===== config.mk =====
export PLATFORM = sky130hd
export DESIGN_NAME = req_decode
export DESIGN_NICKNAME = d
export VERILOG_FILES = /design/src/verilog/bus_pkg.sv /design/src/verilog/periph_pkg.sv /design/src/verilog/req_decode.sv
export SDC_FILE = /design/constraint.sdc
export NUM_CORES = 1
export LEC_CHECK = 0
export BUFFER_PORTS_ARGS = -buffer_cell sky130_fd_sc_hd__buf_2
export CAP_MARGIN = 15
export CELL_PAD_IN_SITES_DETAIL_PLACEMENT = 0
export CELL_PAD_IN_SITES_GLOBAL_PLACEMENT = 1
export CORE_AREA = 2 2 73 75
export DETAILED_ROUTE_END_ITERATION = 6
export DIE_AREA = 0 0 75 77
export HOLD_SLACK_MARGIN = 0.06
export PLACE_DENSITY = 0.77
export SLEW_MARGIN = 25
export SYNTH_ARGS = -nofsm -noshare
export SYNTH_HDL_FRONTEND = slang
export SYNTH_SLANG_ARGS = --single-unit

===== constraint.sdc =====
create_clock -name i_hclk -period 3.44 [get_ports i_hclk]
set_clock_uncertainty 0.1 [all_clocks]
set_input_delay 0.344 -clock i_hclk [delete_from_list [all_inputs] [get_ports i_hclk]]
set_output_delay 0.344 -clock i_hclk [all_outputs]
set_load 0.02 [all_outputs]

===== src/verilog/bus_pkg.sv =====
`default_nettype none

package bus_pkg;

	// --------------------------------------------------
	// Bus widths
	// --------------------------------------------------
	localparam int ADDR_W = 32;
	localparam int DATA_W = 32;

	// --------------------------------------------------
	// Address map, matched on address bits 31..24
	// --------------------------------------------------
	localparam logic [7:0] REGION_MEM = 8'h00;
	localparam logic [7:0] REGION_ALU = 8'h10;
	localparam logic [7:0] REGION_MUL = 8'h20;

	// Target of a decoded request
	typedef enum logic [1:0] {
		SEL_MEM,
		SEL_ALU,
		SEL_MUL,
		SEL_NONE
	} slave_sel_e;

	// Response code, kept from the AHB HRESP encoding
	typedef enum logic {
		RESP_OKAY,
		RESP_ERROR
	} resp_e;

endpackage

`default_nettype wire


===== src/verilog/periph_pkg.sv =====
`default_nettype none

package periph_pkg;

	// --------------------------------------------------
	// ALU opcodes
	// --------------------------------------------------
	// SLT compares signed, shifts use B[4:0]
	typedef enum logic [2:0] {
		ALU_ADD,
		ALU_SUB,
		ALU_AND,
		ALU_OR,
		ALU_XOR,
		ALU_SLL,
		ALU_SRL,
		ALU_SLT
	} alu_op_e;

	// --------------------------------------------------
	// Register offsets, from address bits 3..2
	// --------------------------------------------------
	localparam int REG_OFF_W = 2;

	localparam logic [REG_OFF_W-1:0] ALU_OFF_A   = 2'd0;
	localparam logic [REG_OFF_W-1:0] ALU_OFF_B   = 2'd1;
	localparam logic [REG_OFF_W-1:0] ALU_OFF_OP  = 2'd2;
	localparam logic [REG_OFF_W-1:0] ALU_OFF_RES = 2'd3;

	localparam logic [REG_OFF_W-1:0] MUL_OFF_A  = 2'd0;
	localparam logic [REG_OFF_W-1:0] MUL_OFF_B  = 2'd1;
	localparam logic [REG_OFF_W-1:0] MUL_OFF_LO = 2'd2;
	localparam logic [REG_OFF_W-1:0] MUL_OFF_HI = 2'd3;

	// Data RAM, word index from address bits 9..2
	localparam int MEM_DEPTH = 256;
	localparam int MEM_AW    = 8;

endpackage

`default_nettype wire


===== src/verilog/req_decode.sv =====
`timescale 1ns/1ps
`default_nettype none

module req_decode
	import bus_pkg::*, periph_pkg::*;
(
	input  wire                i_hclk,
	input  wire                i_rst_n,
	// Request from the master
	input  wire                i_req_valid,
	output logic               o_req_ready,
	input  wire                i_req_write,
	input  wire   [ADDR_W-1:0] i_req_addr,
	input  wire   [DATA_W-1:0] i_req_wdata,
	// Decoded item towards execute
	output logic               o_dec_valid,
	input  wire                i_dec_ready,
	output logic               o_dec_write,
	output slave_sel_e         o_dec_sel,
	output logic  [MEM_AW-1:0] o_dec_off,
	output logic  [DATA_W-1:0] o_dec_wdata,
	output resp_e              o_dec_err
);

	logic       accept;
	slave_sel_e next_sel;
	logic       bad;

	// Slot frees up when execute takes the current item
	assign o_req_ready = !o_dec_valid || i_dec_ready;
	assign accept      = i_req_valid && o_req_ready;

	// --------------------------------------------------
	// Address decode
	// --------------------------------------------------
	always_comb begin
		bad = (i_req_addr[1:0] != 2'b00);
		case (i_req_addr[31:24])
			REGION_MEM: begin
				next_sel = SEL_MEM;
				bad      = bad || (i_req_addr[23:10] != '0);
			end
			REGION_ALU: begin
				next_sel = SEL_ALU;
				bad      = bad || (i_req_addr[23:4] != '0);
				// Result register is read only
				bad      = bad || (i_req_write && i_req_addr[3:2] == ALU_OFF_RES);
			end
			REGION_MUL: begin
				next_sel = SEL_MUL;
				bad      = bad || (i_req_addr[23:4] != '0);
				// Product halves are read only
				bad      = bad || (i_req_write && (i_req_addr[3:2] == MUL_OFF_LO ||
					i_req_addr[3:2] == MUL_OFF_HI));
			end
			default: begin
				next_sel = SEL_NONE;
				bad      = 1'b1;
			end
		endcase
		if (bad) begin
			next_sel = SEL_NONE;
		end
	end

	// --------------------------------------------------
	// Decode register
	// --------------------------------------------------
	always_ff @(posedge i_hclk or negedge i_rst_n) begin
		if (!i_rst_n) begin
			o_dec_valid <= 1'b0;
		end else if (accept) begin
			o_dec_valid <= 1'b1;
		end else if (i_dec_ready) begin
			o_dec_valid <= 1'b0;
		end
	end

	// Payload only moves on a transfer
	always_ff @(posedge i_hclk) begin
		if (accept) begin
			o_dec_write <= i_req_write;
			o_dec_sel   <= next_sel;
			o_dec_off   <= i_req_addr[9:2];
			o_dec_wdata <= i_req_wdata;
			o_dec_err   <= bad ? RESP_ERROR : RESP_OKAY;
		end
	end

	// Master keeps a stalled request unchanged
	a_req_hold: assert property (@(posedge i_hclk) disable iff (!i_rst_n)
		i_req_valid && !o_req_ready |=> i_req_valid &&
		$stable({i_req_write, i_req_addr, i_req_wdata}));

endmodule

`default_nettype wire


==> key figures, run 1 <==
Status
  • Outcome: completed

Global routing
  • Maximum number of pins on one net before global-route repair: 45
  • Number of global-route vias before repair: 1132
  • Number of antenna violations at the first check in global routing: 0
  • Global-route congestion overflow total: 0
  • Global routing usage summed across all routing layers: 12.5%
  • Wire length of the first global-routing pass: around 5100 um

Setup path
  • Critical path data arrival time: around 1.6 ns
  • Cell type of the slowest stage on the worst timing path: sky130_fd_sc_hd__and2_2
  • Setup Crit Path Kind: flip-flop to flip-flop
  • Kind of start point of the critical path: flip-flop
  • Kind of capture point of the worst setup path: flip-flop
  • Worst path bufs/invs: 0
  • CP peak stage delay: approximately 0.8 ns
  • Critical path cell sequence: nand2b_1 -> and2_2
  • Max Fanout on Critical Path: 44
  • Cell family with most CP delay: simple AND/OR/NAND/NOR gates
  • Data required time of the critical path: about 3.3 ns

Synth
  • Synth top area share: 86.3%
  • Total standard cell area after synthesis: about 1500 um2
  • Post-Synthesis Mean Instance Area: 21.9 um2
  • Share of the synthesized area in compound gates (AO/OA/AOI/OAI): ~3.4%
  • Dominant combinational cell family by area after synthesis: simple AND/OR/NAND/NOR gates
  • Main area contributors after synthesis: sky130_fd_sc_hd__edfxtp_1, sky130_fd_sc_hd__nor4_2, sky130_fd_sc_hd__a2111oi_4
  • Number of standard cells after synthesis: 70
  • Seq/Total Area, Yosys: between 80 and 90%
  • Total of flip-flops plus latches after synthesis: 45
  • Multiplexer share of the synthesized area: 0%
  • Dominant cell type by area after synthesis: sky130_fd_sc_hd__edfxtp_1
  • Number of warnings printed during yosys synthesis: 0
  • Adder and majority gate portion of the synthesized area: 0%
  • Simple-gate share of the synthesized area: 8.34%
  • Number of distinct library cell variants in the gate-level netlist after synthesis: 15
  • Number of nets produced by synthesis: 139
  • Xor-xnor portion of the synthesized cell area: 0%

Floorplan
  • Area of the die: 5780 um2
  • Overall die width: ~75 um
  • Floorplan Core Area: 4980 um2
  • Initial core utilization: 30.7%
  • Ports placed on the boundary: 115
  • Chip Height: 77 um
  • Number of cell rows: 26

Place
  • Placed cells: 254
  • Routability cong.: 0.719
  • Post-placement cell area: 2190 um2
  • # port buffers: 114
  • Worst slack, placed: 1.55 ns

Power
  • Internal Pwr Total: 0.868 mW
  • Proportion of total power due to net switching: 22.6%
  • Flop pwr share: a little under three fifths
  • Power per unit of standard cell area: 487 nW/um2
  • Static leakage: 0.958 nW
  • Switching component of the power: between 0.2 and 0.3 mW
  • Share of total power in the clock network: 31.3%
  • Combinational power share: ~11%
  • Largest voltage drop on the vdd net: 239 uV

CTS
  • TritonCTS clock tree: built
  • Number of hold-repair buffers added at the cts stage: 1
  • Buffers from clock root to sink, at most: 2
  • Number of clock buffers inserted by TritonCTS: 5
  • Clock transition time at the flip-flop clock pins of the worst setup and hold paths: around 0.080 ns
  • Post-CTS setup buffer count: 0
  • Clock insertion delay at the later pin of the skew report: 0.30 ns
  • CTS HTree Levels: 2
  • Clock sink count: 45
  • Quantity of gates resized following cts: 0
  • Root buffer selected by CTS: sky130_fd_sc_hd__clkbuf_8

Timing
  • Shortest clock period the worst path allows after layout: about 1.8 ns
  • Final Setup Violations: 0
  • Share of the clock period used by the worst path after layout: 51.9%
  • Transition time at the pin with the least slew margin: 0.977 ns
  • Maximum frequency from static timing analysis: 560 MHz
  • Number of max-slew violations in the final report: 0
  • Smallest setup slack after layout: 1.65 ns
  • RSZ-0062 raised after global routing: no
  • Relative slew slack: 34.8%
  • Final Hold Viols: 0
  • Sum of negative setup slack: 0 ns

Hold path
  • Worst hold-check path type: input pin to flip-flop

Cells and area
  • Post-layout instance count excluding filler cells: 263
  • Share of final-layout standard cells stronger than drive strength 1: between 60% and 70%
  • Fill cell instance count of the final layout: 454
  • Commonest non-fill, non-tap cells in the layout: sky130_fd_sc_hd__buf_2, sky130_fd_sc_hd__edfxtp_1, sky130_fd_sc_hd__clkbuf_8
  • Flip-flop and latch area: around 1300 um2
  • Area grow syn2layout: 50.4%
  • Final standard cell area without fillers: 2300 um2
  • Final layout net count: 261
  • Most common library cell in the layout ignoring fill and taps: sky130_fd_sc_hd__buf_2
  • Antenna fix cells: 0
  • Multi-input gate area in the final layout: around 180 um2

Drt
  • Average routed wire per standard cell: 13.3 um
  • DRT antenna net count: 0
  • Detailed Route WL: 3490 um
  • Starting DRT DRC Count: 52
  • Drt via density: slightly above 4
  • DRC viols: 0
  • Initial DRT Pass Iterations: 4
  • Via count: around 1100

Run
  • Maxcap violations: 0
## power by group through the flow
stage	logic (mW)	clock network (mW)	registers, mW
6_report	0.128	0.351	0.642
5_1_grt	0.138	0.382	0.645
4_1_cts	0.130	0.363	0.643
3_5_place_dp	0.129	0	0.655
3_3_place_gp	0.127	0	0.654
2_1_floorplan	0.0177	0	0.693
## state kept, by name, summed over array words and instances (netlist names)
register and flops:
o_dec_wdata 32, o_dec_off 8, o_dec_sel 2, o_dec_err 1, o_dec_valid 1, o_dec_write 1
## cell usage after synthesis
cell type,count
sky130_fd_sc_hd__a2111oi_4,1
sky130_fd_sc_hd__and2_1,1
sky130_fd_sc_hd__dfrtp_1,1
sky130_fd_sc_hd__edfxtp_1,44
sky130_fd_sc_hd__inv_1,1
sky130_fd_sc_hd__nand2_1,4
sky130_fd_sc_hd__nand2b_1,4
sky130_fd_sc_hd__nand3_1,1
sky130_fd_sc_hd__nor2_1,2
sky130_fd_sc_hd__nor2b_1,1
sky130_fd_sc_hd__nor4_1,2
sky130_fd_sc_hd__nor4_2,4
sky130_fd_sc_hd__o211ai_1,1
sky130_fd_sc_hd__o21a_1,1
sky130_fd_sc_hd__o21ai_1,2
## layout make-up
class / instances / area share, %
Inverter: 1 / 0.163
Timing Repair Buffer: 115 / 25.2
Sequential cell: 45 / 58.5
Clock inverter: 1 / 0.218
Multi-Input combinational cell: 24 / 7.88
Tap cell: 70 / 3.81
Clock buffer: 7 / 4.19
## path summary, 6_finish.rpt
kind                                  from               to  slack [ns]  cells after the start
setup reg to reg               o_dec_valid  o_dec_wdata[29]        1.65                      2
setup / recovery               o_dec_valid  o_dec_wdata[29]        1.65                      2
max in group asynchronous          i_rst_n      o_dec_valid        2.92                      2
min in group asynchronous          i_rst_n      o_dec_valid        0.24                      2
hold / removal             i_req_wdata[15]  o_dec_wdata[15]        0.11                      1
hold reg to reg                o_dec_valid      o_dec_valid        0.43                      2
## per-layer routing
metal  GRT usage [%]  vias up  part of all wire, %
li1                -      519                    -
met1            12.0      499                   34
met2            21.8       70                   52
met3            6.44        6                   13
met4            5.36        0                  1.7
met5               0        -                    0
## logic make-up after synthesis
group	after synthesis
AND/OR/NAND/NOR	19
AO/OA/AOI/OAI	5
flip-flops	45
buffers and inverters	1
## stage by stage
step           utilization, %  hold WS (ns)  total power, mW
2_1_floorplan               -       -0.0516            0.711
3_3_place_gp             44.0        0.0188            0.781
3_5_place_dp             44.0        0.0194            0.784
4_1_cts                  46.2         0.105             1.14
5_1_grt                  46.2         0.105             1.17
6_report                 46.2         0.115             1.12
(Power assumes the default switching activity.)
==> inputs of run 2 (changes only) <==
--- a/config.mk
+++ b/config.mk
@@ -5,15 +5,16 @@
 export SDC_FILE = /design/constraint.sdc
 export NUM_CORES = 1
 export LEC_CHECK = 0
+export ABC_AREA = 1
 export BUFFER_PORTS_ARGS = -buffer_cell sky130_fd_sc_hd__buf_2
 export CAP_MARGIN = 15
 export CELL_PAD_IN_SITES_DETAIL_PLACEMENT = 0
 export CELL_PAD_IN_SITES_GLOBAL_PLACEMENT = 1
-export CORE_AREA = 2 2 73 75
+export CORE_AREA = 2 2 81 83
 export DETAILED_ROUTE_END_ITERATION = 6
-export DIE_AREA = 0 0 75 77
+export DIE_AREA = 0 0 83 85
 export HOLD_SLACK_MARGIN = 0.06
-export PLACE_DENSITY = 0.77
+export PLACE_DENSITY = 0.68
 export SLEW_MARGIN = 25
 export SYNTH_ARGS = -nofsm -noshare
 export SYNTH_HDL_FRONTEND = slang
==> constraint.sdc (replaced) <==
create_clock -name i_hclk -period 1.6 [get_ports i_hclk]
set_clock_uncertainty 0.1 [all_clocks]
set_input_delay 0.16 -clock i_hclk [delete_from_list [all_inputs] [get_ports i_hclk]]
set_output_delay 0.16 -clock i_hclk [all_outputs]
set_load 0.02 [all_outputs]
==> key figures, run 2 <==
Drt
  • Via count: 1329
  • Starting DRT DRC Count: 29
  • Detailed Route WL: 4000 um
  • Initial DRT Pass Iterations: 4
  • Average routed wire per standard cell: 11.9 um
  • DRC viols: 0
  • DRT antenna net count: 0
  • Drt via density: 3.97

Hold path
  • Worst hold-check path type: input pin to flip-flop

Setup path
  • Kind of capture point of the worst setup path: flip-flop
  • Critical path data arrival time: between 1.5 and 2 ns
  • Max Fanout on Critical Path: 2
  • Data required time of the critical path: 1.67 ns
  • Setup Crit Path Kind: input pin to flip-flop
  • Kind of start point of the critical path: input pin

CTS
  • Number of hold-repair buffers added at the cts stage: 45
  • Quantity of gates resized following cts: 0
  • Number of clock buffers inserted by TritonCTS: 5
  • Buffers from clock root to sink, at most: 2
  • Post-CTS setup buffer count: 0
  • TritonCTS clock tree: built
  • Root buffer selected by CTS: sky130_fd_sc_hd__clkbuf_8
  • Clock insertion delay at the later pin of the skew report: 0.28 ns
  • Clock transition time at the flip-flop clock pins of the worst setup and hold paths: 0.08 ns
  • Clock sink count: between 40 and 50
  • CTS HTree Levels: 2

Synth
  • Share of the synthesized area in compound gates (AO/OA/AOI/OAI): less than 1%
  • Synth top area share: 85.4%
  • Number of nets produced by synthesis: about 160
  • Most used standard cells in the synthesized netlist: sky130_fd_sc_hd__edfxtp_1, sky130_fd_sc_hd__nor2_1, sky130_fd_sc_hd__nand2_1, sky130_fd_sc_hd__inv_1, sky130_fd_sc_hd__nand3_1
  • Most instantiated flip-flop cell in the synthesis netlist: sky130_fd_sc_hd__edfxtp_1
  • Post-Synthesis Mean Instance Area: 17.2 um2
  • Xor-xnor portion of the synthesized cell area: 0%
  • Number of warnings printed during yosys synthesis: 0
  • Number of distinct library cell variants in the gate-level netlist after synthesis: 11
  • Simple-gate share of the synthesized area: 11.1%
  • Total standard cell area after synthesis: 1550 um2
  • Dominant cell type by area after synthesis: sky130_fd_sc_hd__edfxtp_1
  • Most common cell in the netlist: sky130_fd_sc_hd__edfxtp_1
  • Post-synthesis async set-or-reset flop share: 2.22%
  • Adder and majority gate portion of the synthesized area: 0%
  • Main area contributors after synthesis: sky130_fd_sc_hd__edfxtp_1, sky130_fd_sc_hd__nor2_1, sky130_fd_sc_hd__nand2_1
  • Total of flip-flops plus latches after synthesis: 45
  • Seq/Total Area, Yosys: 87.1%
  • Number of standard cells after synthesis: 90
  • Number of enable-type register cells in the synthesized netlist: 44
  • Multiplexer share of the synthesized area: 0%
  • Dominant combinational cell family by area after synthesis: simple AND/OR/NAND/NOR gates

Timing
  • Share of the clock period used by the worst path after layout: 90.1%
  • Final Setup Violations: 0
  • Relative slew slack: 84.2%
  • Shortest clock period the worst path allows after layout: 1.44 ns
  • Number of max-slew violations in the final report: 0
  • Transition time at the pin with the least slew margin: roughly 0.24 ns
  • RSZ-0062 raised after global routing: no
  • Maximum frequency from static timing analysis: 694 MHz
  • Final Hold Viols: 0
  • Sum of negative setup slack: 0 ns

Status
  • Outcome: completed

Global routing
  • Global routing usage summed across all routing layers: 11.2%
  • Number of global-route vias before repair: 1424
  • Wire length of the first global-routing pass: 6130 um
  • Maximum number of pins on one net before global-route repair: between 40 and 50
  • Number of antenna violations at the first check in global routing: 0
  • Global-route congestion overflow total: 0

Cells and area
  • Final layout net count: 326
  • Largest registers in the final layout: o_dec_wdata x32, o_dec_off x8, o_dec_sel x2
  • Flip-flop count of the largest register, all copies and words added: 32
  • Most common library cell in the layout ignoring fill and taps: sky130_fd_sc_hd__buf_2
  • Commonest non-fill, non-tap cells in the layout: sky130_fd_sc_hd__buf_2, sky130_fd_sc_hd__dlygate4sd3_1, sky130_fd_sc_hd__edfxtp_1
  • Post-layout instance count excluding filler cells: about 340
  • Share of final-layout standard cells stronger than drive strength 1: about half
  • Area grow syn2layout: 79.6%
  • Register with the highest flop count: o_dec_wdata
  • Antenna fix cells: 0

Power
  • Static leakage: 1.20 nW
  • Final total power: 2.40 mW
  • Largest voltage drop on the vdd net: 336 uV
  • Power per unit of standard cell area: 864 nW/um2

Floorplan
  • Number of cell rows: 29
  • Floorplan Core Area: ~6200 um2
  • Overall die width: 83 um
  • Area of the die: about 7100 um2
  • Initial core utilization: 24.9%
  • Ports placed on the boundary: 115
  • Chip Height: roughly 85 um

Run
  • Maxcap violations: 0

Place
  • # port buffers: 114
  • Placed cells: ~280
  • DPL Wire Length: 2690 um
  • Routability cong.: 0.825
==> run 2: changes by cell type after synthesis, moves of 2 or more <==
cell	previous run	this run
sky130_fd_sc_hd__nand2b_1	4	0
sky130_fd_sc_hd__nor2_1	2	15
sky130_fd_sc_hd__nand3_1	1	5
sky130_fd_sc_hd__nand4_1	0	4
sky130_fd_sc_hd__nor2_2	0	2
sky130_fd_sc_hd__nor4_2	4	0
sky130_fd_sc_hd__o21ai_1	2	0
sky130_fd_sc_hd__nand2_1	4	11
sky130_fd_sc_hd__inv_1	1	5
sky130_fd_sc_hd__nor4_1	2	0
==> run 2: cell families after synthesis <==
kind of cell / after synthesis
compound gates: 2
buf+inv: 5
simple gates: 38
flops: 45
==> run 2: final timing paths <==
path	cells after the start	to	start	slack (ns)
max	5	o_dec_valid	i_req_valid	0.16
min	5	o_dec_err	i_req_addr[1]	0.18
max reg2reg	3	o_dec_valid	o_dec_valid	0.27
min reg2reg	2	o_dec_wdata[25]	o_dec_valid	0.73
max in group asynchronous	3	o_dec_valid	i_rst_n	0.69
min in group asynchronous	3	o_dec_valid	i_rst_n	0.60
==> run 2: area by class of cell <==
cell class / instances / area (um2)
Fill cell: 594 / 3430
Sequential cell: 45 / 1350
Timing Repair Buffer: 160 / 1040
Multi-Input combinational cell: 40 / 193
Tap cell: 77 / 96.3
Clock buffer: 5 / 68.8
Inverter: 5 / 18.8
Clock inverter: 3 / 12.5
==> run 2: metrics by stage <==
step	util (%)	hold slack, ns	area, um2	setup WS [ns]
after floorplan	-	-0.236	1560	-0.160
after global placement	36.2	-0.164	2250	0.363
after detailed placement	36.2	-0.163	2250	0.347
after CTS	44.8	0.176	2780	0.175
after global routing	44.8	0.202	2780	0.127
final	44.8	0.184	2780	0.159
==> run 2: layer usage <==
metal	routed length (um)	track usage (%)	vias to the layer above
li1	-	-	659
met1	1370	10.4	597
met2	2230	22.1	67
met3	346	3.70	6
met4	48	4.92	0
met5	0	0	-
==> run 2: critical path, stage by stage <==
cell                            delay, ns
sky130_fd_sc_hd__dlygate4sd3_1       0.53
sky130_fd_sc_hd__buf_2               0.12
sky130_fd_sc_hd__inv_1               0.10
sky130_fd_sc_hd__nand2_1             0.06
sky130_fd_sc_hd__dlygate4sd3_1       0.54
==> run 2: power by group <==
part           total, mW  internal, mW  switching, mW  leakage (nW)
combinational      0.372         0.186          0.186         0.731
clock              0.647         0.294          0.353        0.0430
sequential          1.38          1.37         0.0154         0.422
==> inputs of run 3 (changes only) <==
--- a/config.mk
+++ b/config.mk
@@ -6,7 +6,7 @@
 export NUM_CORES = 1
 export LEC_CHECK = 0
 export ABC_AREA = 1
-export BUFFER_PORTS_ARGS = -buffer_cell sky130_fd_sc_hd__buf_2
+export BUFFER_PORTS_ARGS = -buffer_cell sky130_fd_sc_hd__buf_4
 export CAP_MARGIN = 15
 export CELL_PAD_IN_SITES_DETAIL_PLACEMENT = 0
 export CELL_PAD_IN_SITES_GLOBAL_PLACEMENT = 1
==> constraint.sdc (replaced) <==
create_clock -name i_hclk -period 1.6 [get_ports i_hclk]
set_clock_uncertainty 0.1 [all_clocks]
set_input_delay 0.16 -clock i_hclk [delete_from_list [all_inputs] [get_ports i_hclk]]
set_output_delay 0.16 -clock i_hclk [all_outputs]
set_load 0.01 [all_outputs]
==> key figures, run 3 (same netlist as run 2, synthesis figures left out) <==
CTS
  • Clock insertion delay at the later pin of the skew report: 0.28 ns
  • Clock transition time at the flip-flop clock pins of the worst setup and hold paths: 0.08 ns
  • Post-CTS setup buffer count: 0
  • TritonCTS clock tree: built
  • Number of clock buffers inserted by TritonCTS: 5
  • Root buffer selected by CTS: sky130_fd_sc_hd__clkbuf_8
  • Quantity of gates resized following cts: 0
  • Buffers from clock root to sink, at most: 2
  • Clock sink count: 45
  • Number of hold-repair buffers added at the cts stage: 43
  • CTS HTree Levels: 2

Timing
  • RSZ-0062 raised after global routing: no
  • Final Setup Violations: 0
  • Relative slew slack: 83.9%
  • Final Hold Viols: 0
  • Worst-case hold slack: around 0.078 ns
  • Maximum frequency from static timing analysis: 729 MHz
  • Share of the clock period used by the worst path after layout: between 80% and 90%
  • Shortest clock period the worst path allows after layout: 1.37 ns
  • Number of max-slew violations in the final report: 0
  • Transition time at the pin with the least slew margin: 0.242 ns

Place
  • DPL Wire Length: between 2000 and 3000 um
  • Placed cells: 282
  • Routability cong.: 0.744
  • # port buffers: 114

Power
  • Static leakage: 1.30 nW
  • Power per unit of standard cell area: ~850 nW/um2
  • Largest voltage drop on the vdd net: 369 uV

Run
  • Maxcap violations: 0

Setup path
  • Cell type of the slowest stage on the worst timing path: sky130_fd_sc_hd__dlygate4sd3_1
  • Data required time of the critical path: 1.47 ns
  • Max Fanout on Critical Path: 44
  • Kind of start point of the critical path: input pin
  • Critical path cell sequence: dlygate4sd3_1 -> buf_4 -> inv_1 -> a21oi_4 -> buf_12
  • Critical path data arrival time: roughly 1.3 ns
  • Kind of capture point of the worst setup path: flip-flop
  • CP peak stage delay: 0.53 ns
  • Setup Crit Path Kind: input pin to flip-flop

Floorplan
  • Floorplan Core Area: 6200 um2
  • Chip Height: between 80 and 90 um
  • Overall die width: 83 um
  • Number of cell rows: 29
  • Initial core utilization: 24.9%
  • Ports placed on the boundary: 115
  • Area of the die: 7060 um2

Global routing
  • Global routing usage summed across all routing layers: between 10% and 20%
  • Global-route congestion overflow total: 0
  • Number of global-route vias before repair: 1453
  • Wire length of the first global-routing pass: 6750 um
  • Maximum number of pins on one net before global-route repair: 45
  • Number of antenna violations at the first check in global routing: 0

Cells and area
  • Post-layout instance count excluding filler cells: 333
  • Largest registers in the final layout: o_dec_wdata x32, o_dec_off x8, o_dec_sel x2
  • Flip-flop count of the largest register, all copies and words added: 32
  • Share of final-layout standard cells stronger than drive strength 1: 48.8%
  • Register with the highest flop count: o_dec_wdata
  • Final layout net count: 324
  • Area grow syn2layout: 98.3%
  • Most common library cell in the layout ignoring fill and taps: sky130_fd_sc_hd__buf_4
  • Core utilization of the finished layout: 49.4%
  • Commonest non-fill, non-tap cells in the layout: sky130_fd_sc_hd__buf_4, sky130_fd_sc_hd__edfxtp_1, sky130_fd_sc_hd__dlygate4sd3_1
  • Antenna fix cells: 0

Drt
  • DRC viols: 0
  • Detailed Route WL: 4170 um
  • Average routed wire per standard cell: 12.5 um
  • Starting DRT DRC Count: 34
  • Via count: 1342
  • Initial DRT Pass Iterations: 4
  • Drt via density: 4.03
  • DRT antenna net count: 0

Status
  • Outcome: completed

Hold path
  • Worst hold-check path type: input pin to asynchronous set/reset pin
-- run 3: cell types whose count changed in the layout (fill, tap and decap cells not counted), sizes merged --
| cell | before | now |
|---|---|---|
| clkinv | 3 | 1 |
| clkbuf | 5 | 6 |
| bufinv | 0 | 1 |
| dlygate4sd3 | 45 | 43 |
-- run 3: final cells by class --
class | instances | area [um2]
multi-input combinational | 40 | 193
timing repair buffer | 158 | 1310
clock inverter | 2 | 33.8
fill | 558 | 3140
inverter | 5 | 18.8
tap | 77 | 96.3
clock buffer | 6 | 72.6
sequential | 45 | 1350
-- run 3: stage by stage --
step	cell area, um2	setup TNS, ns	setup slack (ns)	total power [mW]
2_1_floorplan	1560	-6.11	-0.139	1.49
3_3_place_gp	2530	0	0.361	1.73
3_5_place_dp	2530	0	0.343	1.73
4_1_cts	3070	0	0.239	2.65
5_1_grt	3070	0	0.192	2.73
6_report	3070	0	0.229	2.60
-- run 3: worst max-delay path, delay by kind of cell --
| kind | cells | cell delay (ns) |
|---|---|---|
| buf+inv | 4 | 0.95 |
| compound gates | 1 | 0.13 |
-- run 3: power by group --
group / switching [mW] / total [mW] / internal [mW]
registers: 0.0171 / 1.38 / 1.37
logic: 0.146 / 0.404 / 0.258
clock network: 0.354 / 0.815 / 0.461
-- run 3: worst paths after layout --
| kind | startpoint | endpoint | slack [ns] | depth (start not counted) |
|---|---|---|---|---|
| max in group asynchronous | i_rst_n | o_dec_valid | 1.24 | 2 |
| min reg2reg | o_dec_valid | o_dec_valid | 0.51 | 2 |
| max | i_req_valid | o_dec_sel[0] | 0.23 | 5 |
| min | i_rst_n | o_dec_valid | 0.08 | 2 |
| max reg2reg | o_dec_valid | o_dec_sel[0] | 0.33 | 2 |
| min in group i_hclk | i_dec_ready | o_dec_valid | 0.10 | 4 |
-- run 3: metal layers --
metal / GRT usage (%) / routed length (um)
met1: 13.0 / 1480
met2: 21.9 / 2250
met3: 5.35 / 393
met4: 3.13 / 43
met5: 0 / 0
